[config.mk]
export PLATFORM = sky130hd
export DESIGN_NAME = decoder
export DESIGN_NICKNAME = d
export VERILOG_FILES = /design/src/logic/cpu_pkg.sv /design/src/logic/decoder.sv
export SDC_FILE = /design/constraint.sdc
export NUM_CORES = 1
export LEC_CHECK = 0
export ABC_AREA = 0
export BUFFER_PORTS_ARGS = -buffer_cell sky130_fd_sc_hd__buf_4
export CELL_PAD_IN_SITES_DETAIL_PLACEMENT = 0
export CELL_PAD_IN_SITES_GLOBAL_PLACEMENT = 2
export CORE_UTILIZATION = 18
export DETAILED_ROUTE_END_ITERATION = 7
export PLACE_DENSITY_LB_ADDON = 0.1
export SLEW_MARGIN = 20
export SYNTH_ARGS = -nofsm -noshare
export SYNTH_HDL_FRONTEND = slang
export SYNTH_SLANG_ARGS = --single-unit
[constraint.sdc]
create_clock -name vclk -period 2.5
set_input_delay 0.125 -clock vclk [all_inputs]
set_output_delay 0.125 -clock vclk [all_outputs]
set_load 0.01 [all_outputs]
[src/logic/cpu_pkg.sv]
`default_nettype none

package cpu_pkg;

	typedef logic [15:0] word_t;
	typedef logic [2:0] reg_addr_t;

	// operations after decode, zero is a bubble
	typedef enum logic [3:0] {
		OP_NOP   = 4'd0,
		OP_ADDU  = 4'd1,
		OP_SUBU  = 4'd2,
		OP_AND   = 4'd3,
		OP_OR    = 4'd4,
		OP_ADDIU = 4'd5,
		OP_LI    = 4'd6,
		OP_LW    = 4'd7,
		OP_SW    = 4'd8,
		OP_B     = 4'd9,
		OP_BEQZ  = 4'd10
	} opcode_t;

	// instruction class in bits 15:11
	localparam logic [4:0] CLS_NOP   = 5'b00001;
	localparam logic [4:0] CLS_B     = 5'b00010;
	localparam logic [4:0] CLS_BEQZ  = 5'b00100;
	localparam logic [4:0] CLS_ADDIU = 5'b01001;
	localparam logic [4:0] CLS_LI    = 5'b01101;
	localparam logic [4:0] CLS_LW    = 5'b10011;
	localparam logic [4:0] CLS_SW    = 5'b11011;
	localparam logic [4:0] CLS_ALU   = 5'b11100;

	// function field in bits 1:0 of the ALU class, rz = rx op ry
	localparam logic [1:0] FN_AND  = 2'b00;
	localparam logic [1:0] FN_ADDU = 2'b01;
	localparam logic [1:0] FN_OR   = 2'b10;
	localparam logic [1:0] FN_SUBU = 2'b11;

	localparam word_t NOP_INSTR = 16'h0800;

	// memory sizes in words
	localparam int IMEM_DEPTH = 256;
	localparam int DMEM_DEPTH = 256;
	localparam int IMEM_AW = $clog2(IMEM_DEPTH);
	localparam int DMEM_AW = $clog2(DMEM_DEPTH);

	// data memory wait states
	localparam int MEM_WAIT = 2;
	localparam int MEM_CNT_W = $clog2(MEM_WAIT + 1);
	typedef logic [MEM_CNT_W-1:0] wait_cnt_t;
	localparam wait_cnt_t WAIT_LAST = wait_cnt_t'(MEM_WAIT);

	typedef struct packed {
		word_t pc;
		word_t instr;
	} if_id_t;

	typedef struct packed {
		opcode_t opcode;
		word_t op_a;
		word_t op_b;
		word_t imm;
		reg_addr_t dst;
		logic reg_we;
		logic mem_rd;
		logic mem_wr;
	} id_exe_t;

endpackage

`default_nettype wire

[src/logic/decoder.sv]
`timescale 1ns/1ps
`default_nettype none

module decoder(
	input wire cpu_pkg::if_id_t dec_in,
	input wire cpu_pkg::word_t rdata1,
	input wire cpu_pkg::word_t rdata2,
	output cpu_pkg::reg_addr_t raddr1,
	output cpu_pkg::reg_addr_t raddr2,
	output logic set_pc,
	output cpu_pkg::word_t set_pc_addr,
	output cpu_pkg::id_exe_t dec_out
);
	logic [4:0] cls;
	logic [1:0] fn;
	cpu_pkg::reg_addr_t rx;
	cpu_pkg::reg_addr_t ry;
	cpu_pkg::reg_addr_t rz;
	cpu_pkg::word_t pc_next;
	cpu_pkg::word_t imm8_s;
	cpu_pkg::word_t imm8_z;
	cpu_pkg::word_t imm5_s;
	cpu_pkg::word_t imm11_s;

	assign cls = dec_in.instr[15:11];
	assign fn = dec_in.instr[1:0];
	assign rx = dec_in.instr[10:8];
	assign ry = dec_in.instr[7:5];
	assign rz = dec_in.instr[4:2];

	assign imm8_s = {{8{dec_in.instr[7]}}, dec_in.instr[7:0]};
	assign imm8_z = {8'h00, dec_in.instr[7:0]};
	assign imm5_s = {{11{dec_in.instr[4]}}, dec_in.instr[4:0]};
	assign imm11_s = {{5{dec_in.instr[10]}}, dec_in.instr[10:0]};

	// branch offsets count from the delay slot
	assign pc_next = dec_in.pc + 16'd1;

	// operands always come from rx and ry
	assign raddr1 = rx;
	assign raddr2 = ry;

	always_comb begin
		dec_out = '0;
		dec_out.opcode = cpu_pkg::OP_NOP;
		set_pc = 1'b0;
		set_pc_addr = pc_next;
		case (cls)
			cpu_pkg::CLS_ALU: begin
				case (fn)
					cpu_pkg::FN_ADDU: dec_out.opcode = cpu_pkg::OP_ADDU;
					cpu_pkg::FN_SUBU: dec_out.opcode = cpu_pkg::OP_SUBU;
					cpu_pkg::FN_AND: dec_out.opcode = cpu_pkg::OP_AND;
					default: dec_out.opcode = cpu_pkg::OP_OR;
				endcase
				dec_out.op_a = rdata1;
				dec_out.op_b = rdata2;
				dec_out.dst = rz;
				dec_out.reg_we = 1'b1;
			end
			cpu_pkg::CLS_ADDIU: begin
				dec_out.opcode = cpu_pkg::OP_ADDIU;
				dec_out.op_a = rdata1;
				dec_out.imm = imm8_s;
				dec_out.dst = rx;
				dec_out.reg_we = 1'b1;
			end
			cpu_pkg::CLS_LI: begin
				dec_out.opcode = cpu_pkg::OP_LI;
				dec_out.imm = imm8_z;
				dec_out.dst = rx;
				dec_out.reg_we = 1'b1;
			end
			cpu_pkg::CLS_LW: begin
				// ry <= mem[rx + imm5]
				dec_out.opcode = cpu_pkg::OP_LW;
				dec_out.op_a = rdata1;
				dec_out.imm = imm5_s;
				dec_out.dst = ry;
				dec_out.reg_we = 1'b1;
				dec_out.mem_rd = 1'b1;
			end
			cpu_pkg::CLS_SW: begin
				dec_out.opcode = cpu_pkg::OP_SW;
				dec_out.op_a = rdata1;
				dec_out.op_b = rdata2;
				dec_out.imm = imm5_s;
				dec_out.mem_wr = 1'b1;
			end
			cpu_pkg::CLS_B: begin
				dec_out.opcode = cpu_pkg::OP_B;
				set_pc = 1'b1;
				set_pc_addr = pc_next + imm11_s;
			end
			cpu_pkg::CLS_BEQZ: begin
				dec_out.opcode = cpu_pkg::OP_BEQZ;
				dec_out.op_a = rdata1;
				set_pc = (rdata1 == 16'h0000);
				set_pc_addr = pc_next + imm8_s;
			end
			// NOP and unknown classes stay a bubble
			default: begin
				dec_out.opcode = cpu_pkg::OP_NOP;
			end
		endcase
	end

endmodule

`default_nettype wire

==> Word level (Yosys, flattened, before mapping) <==
Cells that the tools add are included.
{ "classes": {"add_sub_neg": 3, "eq_ne": 9, "mux": 10, "n_reduce_logical": 6} }
{ "ops": {"columns": ["op", "n"], "rows": [
  ["case mux 16 bit (3 select lines)", 1],
  ["adder 16 bit", 2],
  ["2-to-1 mux 16 bit", 2],
  ["case mux 16 bit (2 select lines)", 1],
  ["case mux 4 bit (7 select lines)", 1],
  ["adder 16 x 1 -> 16 bit (second input constant)", 1],
  ["zero test 16 bit", 1],
  ["== test 5 bit (second input constant)", 3],
  ["case mux 4 bit (3 select lines)", 1],
  ["== test 5 x 4 -> 1 bit (second input constant)", 2],
  ["case mux 3 bit (3 select lines)", 1],
  ["OR reduction 2 bit", 3],
  ["== test 5 x 2 -> 1 bit (second input constant)", 1],
  ["== test 5 x 3 -> 1 bit (second input constant)", 1],
  ["OR reduction 5 bit", 1],
  ["== test 2 x 1 -> 1 bit (second input constant)", 1],
  ["== test 2 bit (second input constant)", 1],
  ["zero test 2 bit", 1],
  ["2-to-1 mux 1 bit", 2],
  ["case mux 1 bit (2 select lines)", 1]
]} }
{ "totals": {"reg_bits": 0, "in_bits": 64, "output_inout_bits": 81, "wordCells": 28} }

==> Longest topological paths before layout <==
Gate-level depths: netlist of run 1.
{ "logic_depth": {"ltp_word": 3, "mapped_depth": 13, "depth_no_buf": 11} }

==> Worst setup path before layout of run 1 <==
No wires, ideal clock.
{ "synth_path": {"path_kind": "input to output", "from": "input port dec_in[11] (netlist name)", "to": "output port set_pc_addr[15]", "t_arrival_ns": 2.427, "required_time_ns": 2.375, "slack_ns": -0.052, "stages": 12, "path_buffers": 2, "cell_sequence": "buf_6 -> or3b_4 -> o21ai_1 -> nand2_1 -> ha_1 -> buf_2 -> a2111oi_0 -> o21ai_1 -> a21oi_1 -> and3_1 -> o21ai_2 -> xnor2_1"} }
{ "synth_via": {"elab_chain_cells": 2, "word_cells_on_any_way": 3, "cone_classes": "eq/ne: 2; mux: 1"} }
{ "synth_lines": {"columns": ["item", "line_no", "rtl"], "rows": [
  ["start, declared", "decoder.sv:5", "input wire cpu_pkg::if_id_t dec_in,"],
  ["== test 5 x 3 -> 1 bit or == test 5 x 2 -> 1 bit (tied branches)", "decoder.sv:48", "case (cls)"],
  ["case mux 16 bit (2 select lines) (*)", "decoder.sv:48", null],
  ["end, declared", "decoder.sv:11", "output cpu_pkg::word_t set_pc_addr,"]
]} }
Mark *: on every way between the ends. The rest lies on a longest branch, timed or not.

==> Final worst setup path of run 1 <==
Ends and elaborated chain as after synthesis.

==> results.cfg, run 1 <==
[route]
dr.pass1.iters = 6
num_vias = 2828
routedWlPerCell_um = 13.4
detail_route.vias_per_cell = 4.43
drt_iter0_markers = 102
drc = 0
ant_nets = 0
drt_wl_total_um = 8540

[logic_synthesis]
yosysMostFrequentCell = nor2b_1
syn_nets = 393
yosysWarningCount = 0
synth_cell_types = 56
synth_top_area_cell = ha_1
synth_area_mm2 = 0.00201
synth.area.top_cells = ha_1 (12%), nor2b_1 (10%), xnor2_1 (6.5%)
synth_cells = 308
synth.top_cell.area_share_pct = 12.4
netlist_top_cells_count = nor2b_1 (33), nand2_1 (32), nor2_1 (29)
synth-seq-area-share_pct = 0
synth_area_per_cell_um2 = 6.53

[layout]
diodes = 0
drive_gt1_share_pct = 57.0
nClkBuffers = 0
fin_nets = 585
area_delta_synth_final_pct = 104
multi_input_area_mm2 = 0.00225
seq_area_um2 = 0
stdcell_area_mm2 = 0.00410
nFlopsAndLatches = 0
n_fill_cell = 1176

[status]
violations = setup timing
status = finished, violations left

[setup_path]
cp.required_ns = 2.38
start_kind = input pin
worst_path_largest_cell_delay_ns = 0.43
crit_fanout = 5
cp-end-kind = output pin
cp_common_cell = buf_4
criticalPathCategory = in -> out
cp_cell_sequence = buf_4 > or3b_4 > o21ai_4 > nand2_4 > buf_6 > ha_4 > o21ai_1 > a21oi_2 > o211ai_1 > and3_1 > o21ai_2 > xnor2_2 > buf_4
crit_arrival_ns = 2.40
slowest_stage = or3b_4

[placement]
gp_congestion = 0.812
portBuffers = 145
hpwl_um = 7160
place_area_mm2 = 0.00359

[sta]
final_hold_viol_count = 0
rsz0062_at_grt = yes
max_freq_mhz = 397
fin_crit_sh_pct = 101
setup_viol_count_final = 1
worst_slack_ns = -0.0202
maxSlewViolCount = 0
slew_headroom_pct = 49.9
worst_pin_slew_ns = 0.749
fin_crit_ns = 2.52
holdWs_ns = 0.464

[power_and_ir_drop]
peakVddDrop_v = 0.0000533
powerDensity_mw_per_mm2 = 193
p_leak_uw = 0.00200

[grt]
grt_use_total_pct = 14.1
grt_first_pass_wirelength_um = 13400
grt_max_degree = 26
grt_pass1_vias = 2678
grt_overflow = 0
antenna_found_initial = 0

[clocking]
cts_hold_buf = 0

[min_path]
min_path_type = in -> out

[floorplan]
die_area_mm2 = 0.0116
die_w_um = 108
rows = 38
start_util_pct = 18.5
die_y_um = 108
top_level_ports = 145
core_area_mm2 = 0.0108

[flow_run]
max-cap-violations = 0
per-layer routing:
| layer | global-route usage (%) | wire [um] |
|---|---|---|
| met3 | 1.45 | 569 |
| met1 | 20.2 | 4060 |
| met4 | 0.685 | 53 |
| met2 | 23.6 | 3860 |
| met5 | 0 | 0 |
per-stage QoR:
step / cells / utilization (%) / total power (uW) / setup slack [ns] / setup TNS [ns]
2_1_floorplan: 308 / - / 336 / 0.0206 / 0
3_3_place_gp: 631 / 33.1 / 677 / -0.217 / -0.881
3_5_place_dp: 631 / 33.1 / 671 / -0.247 / -0.917
4_1_cts: 637 / 36.4 / 750 / -0.0112 / -0.0112
5_1_grt: 638 / 37.8 / 866 / -0.137 / -0.386
6_report: 638 / 37.8 / 791 / -0.0202 / -0.0202
final timing paths:
| path | depth (start not counted) | end | slack, ns | start |
|---|---|---|---|---|
| worst min-delay path | 2 | raddr1[0] | 0.46 | dec_in[8] |
| worst max-delay path | 13 | set_pc_addr[15] | -0.02 | dec_in[11] |
worst max-delay path: cells and delay by family:
family	cells	cell delay [ns]
AO/OA/AOI/OAI	5	0.73
XOR/XNOR	1	0.13
adder cells (fa/ha/maj)	1	0.25
buffers and inverters	3	0.39
AND/OR/NAND/NOR	3	0.76
what timing repair did:
item / CTS / global route
hold endpoints to repair: 0 / 0
gates resized for setup: 53 / 29
endpoints found under the setup margin: 6 / 7
buffers inserted: 7 / 2
pin swaps: 27 / 23
layout make-up:
class              count  share of cell area [%]
repair buffers       214                    39.7
multi-input cells    272                    54.9
inverters             12                    1.10
well taps            140                    4.27
report_power, final:
group	leakage (uW)	internal, uW	switching (uW)	total [uW]
Clock	0	0	0	0
Sequential	0	0	0	0
Combinational	0.00200	418	373	791
Total	0.00200	418	373	791
kinds of logic after synthesis:
group / Yosys count / synth area share, %
AND/OR/NAND/NOR: 150 / 40.9
adder cells (fa/ha/maj): 21 / 13.4
XOR/XNOR: 26 / 11.3
AO/OA/AOI/OAI: 74 / 23.5
buffers and inverters: 36 / 10.3
multiplexers: 1 / 0.498
cell usage in the layout, fill, tap and decap left out, types with 8 or more instances in the layout:
cell,Yosys,routed
nand2_1,32,28
ha_1,20,9
buf_4,15,208
ha_4,0,11
xnor2_1,15,9
and2_1,9,8
a21oi_1,26,22
nor2b_1,33,32
inv_1,12,12
nor2_1,29,28
No activity file was read; power rests on OpenSTA's default activity.
==> run 2: changes to the inputs <==
--- a/config.mk
+++ b/config.mk
@@ -9,7 +9,7 @@
 export BUFFER_PORTS_ARGS = -buffer_cell sky130_fd_sc_hd__buf_4
 export CELL_PAD_IN_SITES_DETAIL_PLACEMENT = 0
 export CELL_PAD_IN_SITES_GLOBAL_PLACEMENT = 2
-export CORE_UTILIZATION = 18
+export CORE_UTILIZATION = 22
 export DETAILED_ROUTE_END_ITERATION = 7
 export PLACE_DENSITY_LB_ADDON = 0.1
 export SLEW_MARGIN = 20
==> constraint.sdc (replaced) <==
create_clock -name vclk -period 3.2
set_input_delay 0.16 -clock vclk [all_inputs]
set_output_delay 0.16 -clock vclk [all_outputs]
set_load 0.01 [all_outputs]
==> run 2 against run 1 <==
Global-route usage increased by 0.45 points. Worst setup slack better by 0.25 ns. Total power decreased by 44%. First-iteration DRC count grew 44%. Sequential share of layout area unchanged. Die area down 18%. Final area is 25% lower. Critical path depth unchanged. The run ends with DRC left. Count of clock-buffer cells in the layout did not move. Via count down 9.7%.
==> results.cfg, run 2 (same netlist as run 1, synthesis figures left out) <==
[route]
num_vias = 2553
drc = 24
detail_route.vias_per_cell = 4.75
routedWlPerCell_um = 13.4
dr.pass1.iters = 8
drt_iter0_markers = 147
drt_wl_total_um = 7180
ant_nets = 0

[setup_path]
worst_path_largest_cell_delay_ns = 0.39
path_buf_inv = 2
slowest_stage = a2111oi_0
crit_fanout = 9
cp.depth = 13
crit_arrival_ns = 2.81
cp.required_ns = 3.04
cp-end-kind = output pin
criticalPathCategory = in -> out
cp_cell_sequence = buf_4 > ha_1 > nand2_2 > nor4_1 > xnor2_1 > ha_1 > a2111oi_0 > o21ai_1 > a21oi_1 > and3_1 > o21ai_2 > xnor2_1 > buf_4
cp_top_family = compound AO/OA/AOI/OAI gates
start_kind = input pin

[layout]
drive_gt1_share_pct = 37.1
diodes = 0
fin_cells = 537
area_delta_synth_final_pct = 52.8
nFlopsAndLatches = 0
seq_area_um2 = 0
final_cell_mix = buf_4 (145), nor2b_1 (33), nand2_1 (32)
fin_nets = 516
stdcell_area_mm2 = 0.00307
layout_commonest_cell = buf_4
final_util_pct = 34.9
nClkBuffers = 0

[sta]
worst_pin_slew_ns = 0.861
rsz0062_at_grt = no
maxSlewViolCount = 0
finalSetupTns_ns = 0
fin_crit_ns = 2.97
fin_crit_sh_pct = 93.0
final_hold_viol_count = 0
setup_viol_count_final = 0
slew_headroom_pct = 42.2
max_freq_mhz = 336

[flow_run]
max-cap-violations = 0

[status]
violations = DRC
status = finished, violations left

[floorplan]
core_area_mm2 = 0.00881
top_level_ports = 145
die_y_um = 97.6
die_w_um = 97.6
die_area_mm2 = 0.00953
rows = 34
start_util_pct = 22.8

[grt]
antenna_found_initial = 0
grt_pass1_vias = 2322
grt.busiest_layer = met2
grt_use_met2_pct = 24.2
grt_use_total_pct = 14.6
grtUsageMet1_pct = 21.3
gr-usage-met3_pct = 1.22
grt_first_pass_wirelength_um = 11600
grt_max_degree = 26
grt_overflow = 0

[placement]
hpwl_um = 6220
place_inst = 537
place_area_mm2 = 0.00307
portBuffers = 145
gp_congestion = 0.778

[clocking]
post_cts_buffers = 0
cts_hold_buf = 0
cts_resized = 0

[min_path]
min_path_type = in -> out
whs_path_depth = 2

[power_and_ir_drop]
p_leak_uw = 0.00154
peakVddDrop_v = 0.0000659
powerDensity_mw_per_mm2 = 144
==> run 2: final cells by class <==
class,instances,area (um2)
fillers,930,5730
multi-input cells,272,1800
well taps,108,135
inverters,12,45.0
repair buffers,145,1090
==> run 2: per-stage QoR <==
stage	power (uW)	hold WS (ns)	setup slack, ns
floorplan	261	0.397	0.578
global placement	449	0.532	0.272
detailed placement	443	0.531	0.256
CTS	445	0.531	0.215
global route	492	0.536	0.0310
finish	443	0.530	0.226
==> run 2: path summary, 6_finish.rpt <==
check	startpoint	end	slack (ns)
worst min-delay path	dec_in[10]	raddr1[2]	0.53
worst max-delay path	dec_in[16]	set_pc_addr[15]	0.23
==> run 2: per-layer routing <==
metal | share of wire [%] | vias up | wire length [um]
li1 | - | 1317 | -
met1 | 49 | 1124 | 3550
met2 | 43 | 112 | 3120
met3 | 7.1 | 0 | 509
met4 | 0 | 0 | 0
met5 | 0 | - | 0
==> run 2: report_power, final <==
part	switching, uW	internal [uW]	total [uW]
Combinational	231	212	443
Clock	0	0	0
Sequential	0	0	0
Total	231	212	443
==> run 3: changes to the inputs <==
--- a/config.mk
+++ b/config.mk
@@ -5,11 +5,11 @@
 export SDC_FILE = /design/constraint.sdc
 export NUM_CORES = 1
 export LEC_CHECK = 0
-export ABC_AREA = 0
+export ABC_AREA = 1
 export BUFFER_PORTS_ARGS = -buffer_cell sky130_fd_sc_hd__buf_4
 export CELL_PAD_IN_SITES_DETAIL_PLACEMENT = 0
 export CELL_PAD_IN_SITES_GLOBAL_PLACEMENT = 2
-export CORE_UTILIZATION = 22
+export CORE_UTILIZATION = 20
 export DETAILED_ROUTE_END_ITERATION = 7
 export PLACE_DENSITY_LB_ADDON = 0.1
 export SLEW_MARGIN = 20
==> run 3 against run 2 <==
Largest cell class unchanged. The flow now finishes without violations. Via count grew 12%. Global-route usage rose by 0.29 points. Worst setup slack improved by 0.20 ns. Combinational power increased by 2%. Final area grew 5.9%. Flip-flop and latch count did not move. Wire length grew 16%. Core utilization decreased by 3.1 points. Non-clock buffer count grew 2. Critical path depth up 5.
==> results.cfg, run 3 <==
[status]
status = finished clean

[sta]
final_hold_viol_count = 0
worst_pin_slew_ns = 1.04
maxSlewViolCount = 0
holdWs_ns = 0.530
worst_slack_ns = 0.422
setup_viol_count_final = 0
fin_crit_ns = 2.78
fin_crit_sh_pct = 86.8
slew_headroom_pct = 30.5
finalSetupTns_ns = 0
max_freq_mhz = 360
rsz0062_at_grt = no

[route]
ant_nets = 0
drc = 0
drt_wl_total_um = 8300
dr.pass1.iters = 6
detail_route.vias_per_cell = 4.17
num_vias = 2858
routedWlPerCell_um = 12.1
drt_iter0_markers = 129

[setup_path]
criticalPathCategory = in -> out
crit_arrival_ns = 2.62
cp.required_ns = 3.04
cp-end-kind = output pin
crit_fanout = 4
start_kind = input pin

[logic_synthesis]
synth.top_cell.area_share_pct = 18.6
synth-seq-area-share_pct = 0
syn_nets = 505
synth_top_area_cell = nand2_1
yosysMostFrequentCell = nand2_1
synth_cell_types = 27
yosysWarningCount = 0
synth_area_mm2 = 0.00210
synth_area_per_cell_um2 = 5.00
netlist_top_cells_count = nand2_1 (104), inv_1 (93), nor2_1 (67)
synth.area.top_cells = nand2_1 (19%), inv_1 (17%), nor2_1 (12%)
synth_cells = 420

[placement]
portBuffers = 145
gp_congestion = 0.806
dp_slack_ns = 0.409
hpwl_um = 7360

[power_and_ir_drop]
peakVddDrop_v = 0.0000492
finalPower_uw = 453
powerDensity_mw_per_mm2 = 139
p_leak_uw = 0.00203

[min_path]
min_path_type = in -> out
whs_path_depth = 2

[clocking]
post_cts_buffers = 0
cts_hold_buf = 0
cts_resized = 0

[layout]
nFlopsAndLatches = 0
seq_area_um2 = 0
area_delta_synth_final_pct = 54.9
nClkBuffers = 0
fin_nets = 637
diodes = 0
final_cell_mix = buf_4 (147), nand2_1 (104), inv_1 (93)
layout_commonest_cell = buf_4
n_fill_cell = 1189
drive_gt1_share_pct = 27.8

[floorplan]
die_area_mm2 = 0.0109
core_area_mm2 = 0.0102
die_y_um = 104
start_util_pct = 20.5
rows = 37
top_level_ports = 145
die_w_um = 104

[grt]
antenna_found_initial = 0
grt_pass1_vias = 2760
grt_overflow = 0
grt_max_degree = 19
grt_use_total_pct = 14.9
grt_first_pass_wirelength_um = 13400

[flow_run]
max-cap-violations = 0
-- run 3: per-layer routing --
metal / part of all wire [%] / global-route usage [%] / wire (um)
met3: 5.4 / 1.32 / 446
met2: 48 / 28.4 / 4020
met4: 0.096 / 0.204 / 8
met5: 0 / 0 / 0
met1: 46 / 18.8 / 3820
-- run 3: path summary, 6_finish.rpt --
check	from	slack (ns)	endpoint
min	dec_in[10]	0.53	raddr1[2]
max	dec_in[16]	0.42	set_pc_addr[15]
-- run 3: through the flow --
step	instance area (um2)	instances	util [%]
final	3250	686	31.8
after global routing	3250	686	31.8
after CTS	3250	686	31.8
after detailed placement	3250	686	31.8
after global placement	3250	686	31.8
after floorplan	2100	420	-
-- run 3: power by group --
group / internal [uW] / total, uW / switching (uW)
Sequential: 0 / 0 / 0
Combinational: 203 / 453 / 250
Clock: 0 / 0 / 0
Total: 203 / 453 / 250
-- run 3: logic make-up after synthesis --
family,count (synthesis),share of synthesized area [%]
xor gates and xnor gates,17,7.09
and+or+nand+nor,228,46.1
adders and majority gates,21,12.9
AOI/OAI and AO/OA,43,11.4
buffers and inverters,111,22.5
-- run 3: worst max-delay path, cell delays in order --
cell	delay [ns]
buf_4	0.10
ha_1	0.17
nand2_1	0.08
nor2_1	0.19
nand2_1	0.10
nor2_1	0.17
nand3_1	0.11
xnor2_1	0.17
ha_1	0.35
nand2_1	0.10
nor3_1	0.34
nand2_1	0.10
nand2_1	0.09
nand3_1	0.08
nand2_1	0.07
nand2_1	0.04
nand2_1	0.07
buf_4	0.12
-- run 3: area by class of cell --
class	count	area (um2)	share of cell area, %
Inverter	94	353	10.8
Multi-Input combinational cell	309	1630	50.0
Tap cell	136	170	5.23
Timing Repair Buffer	147	1100	33.9
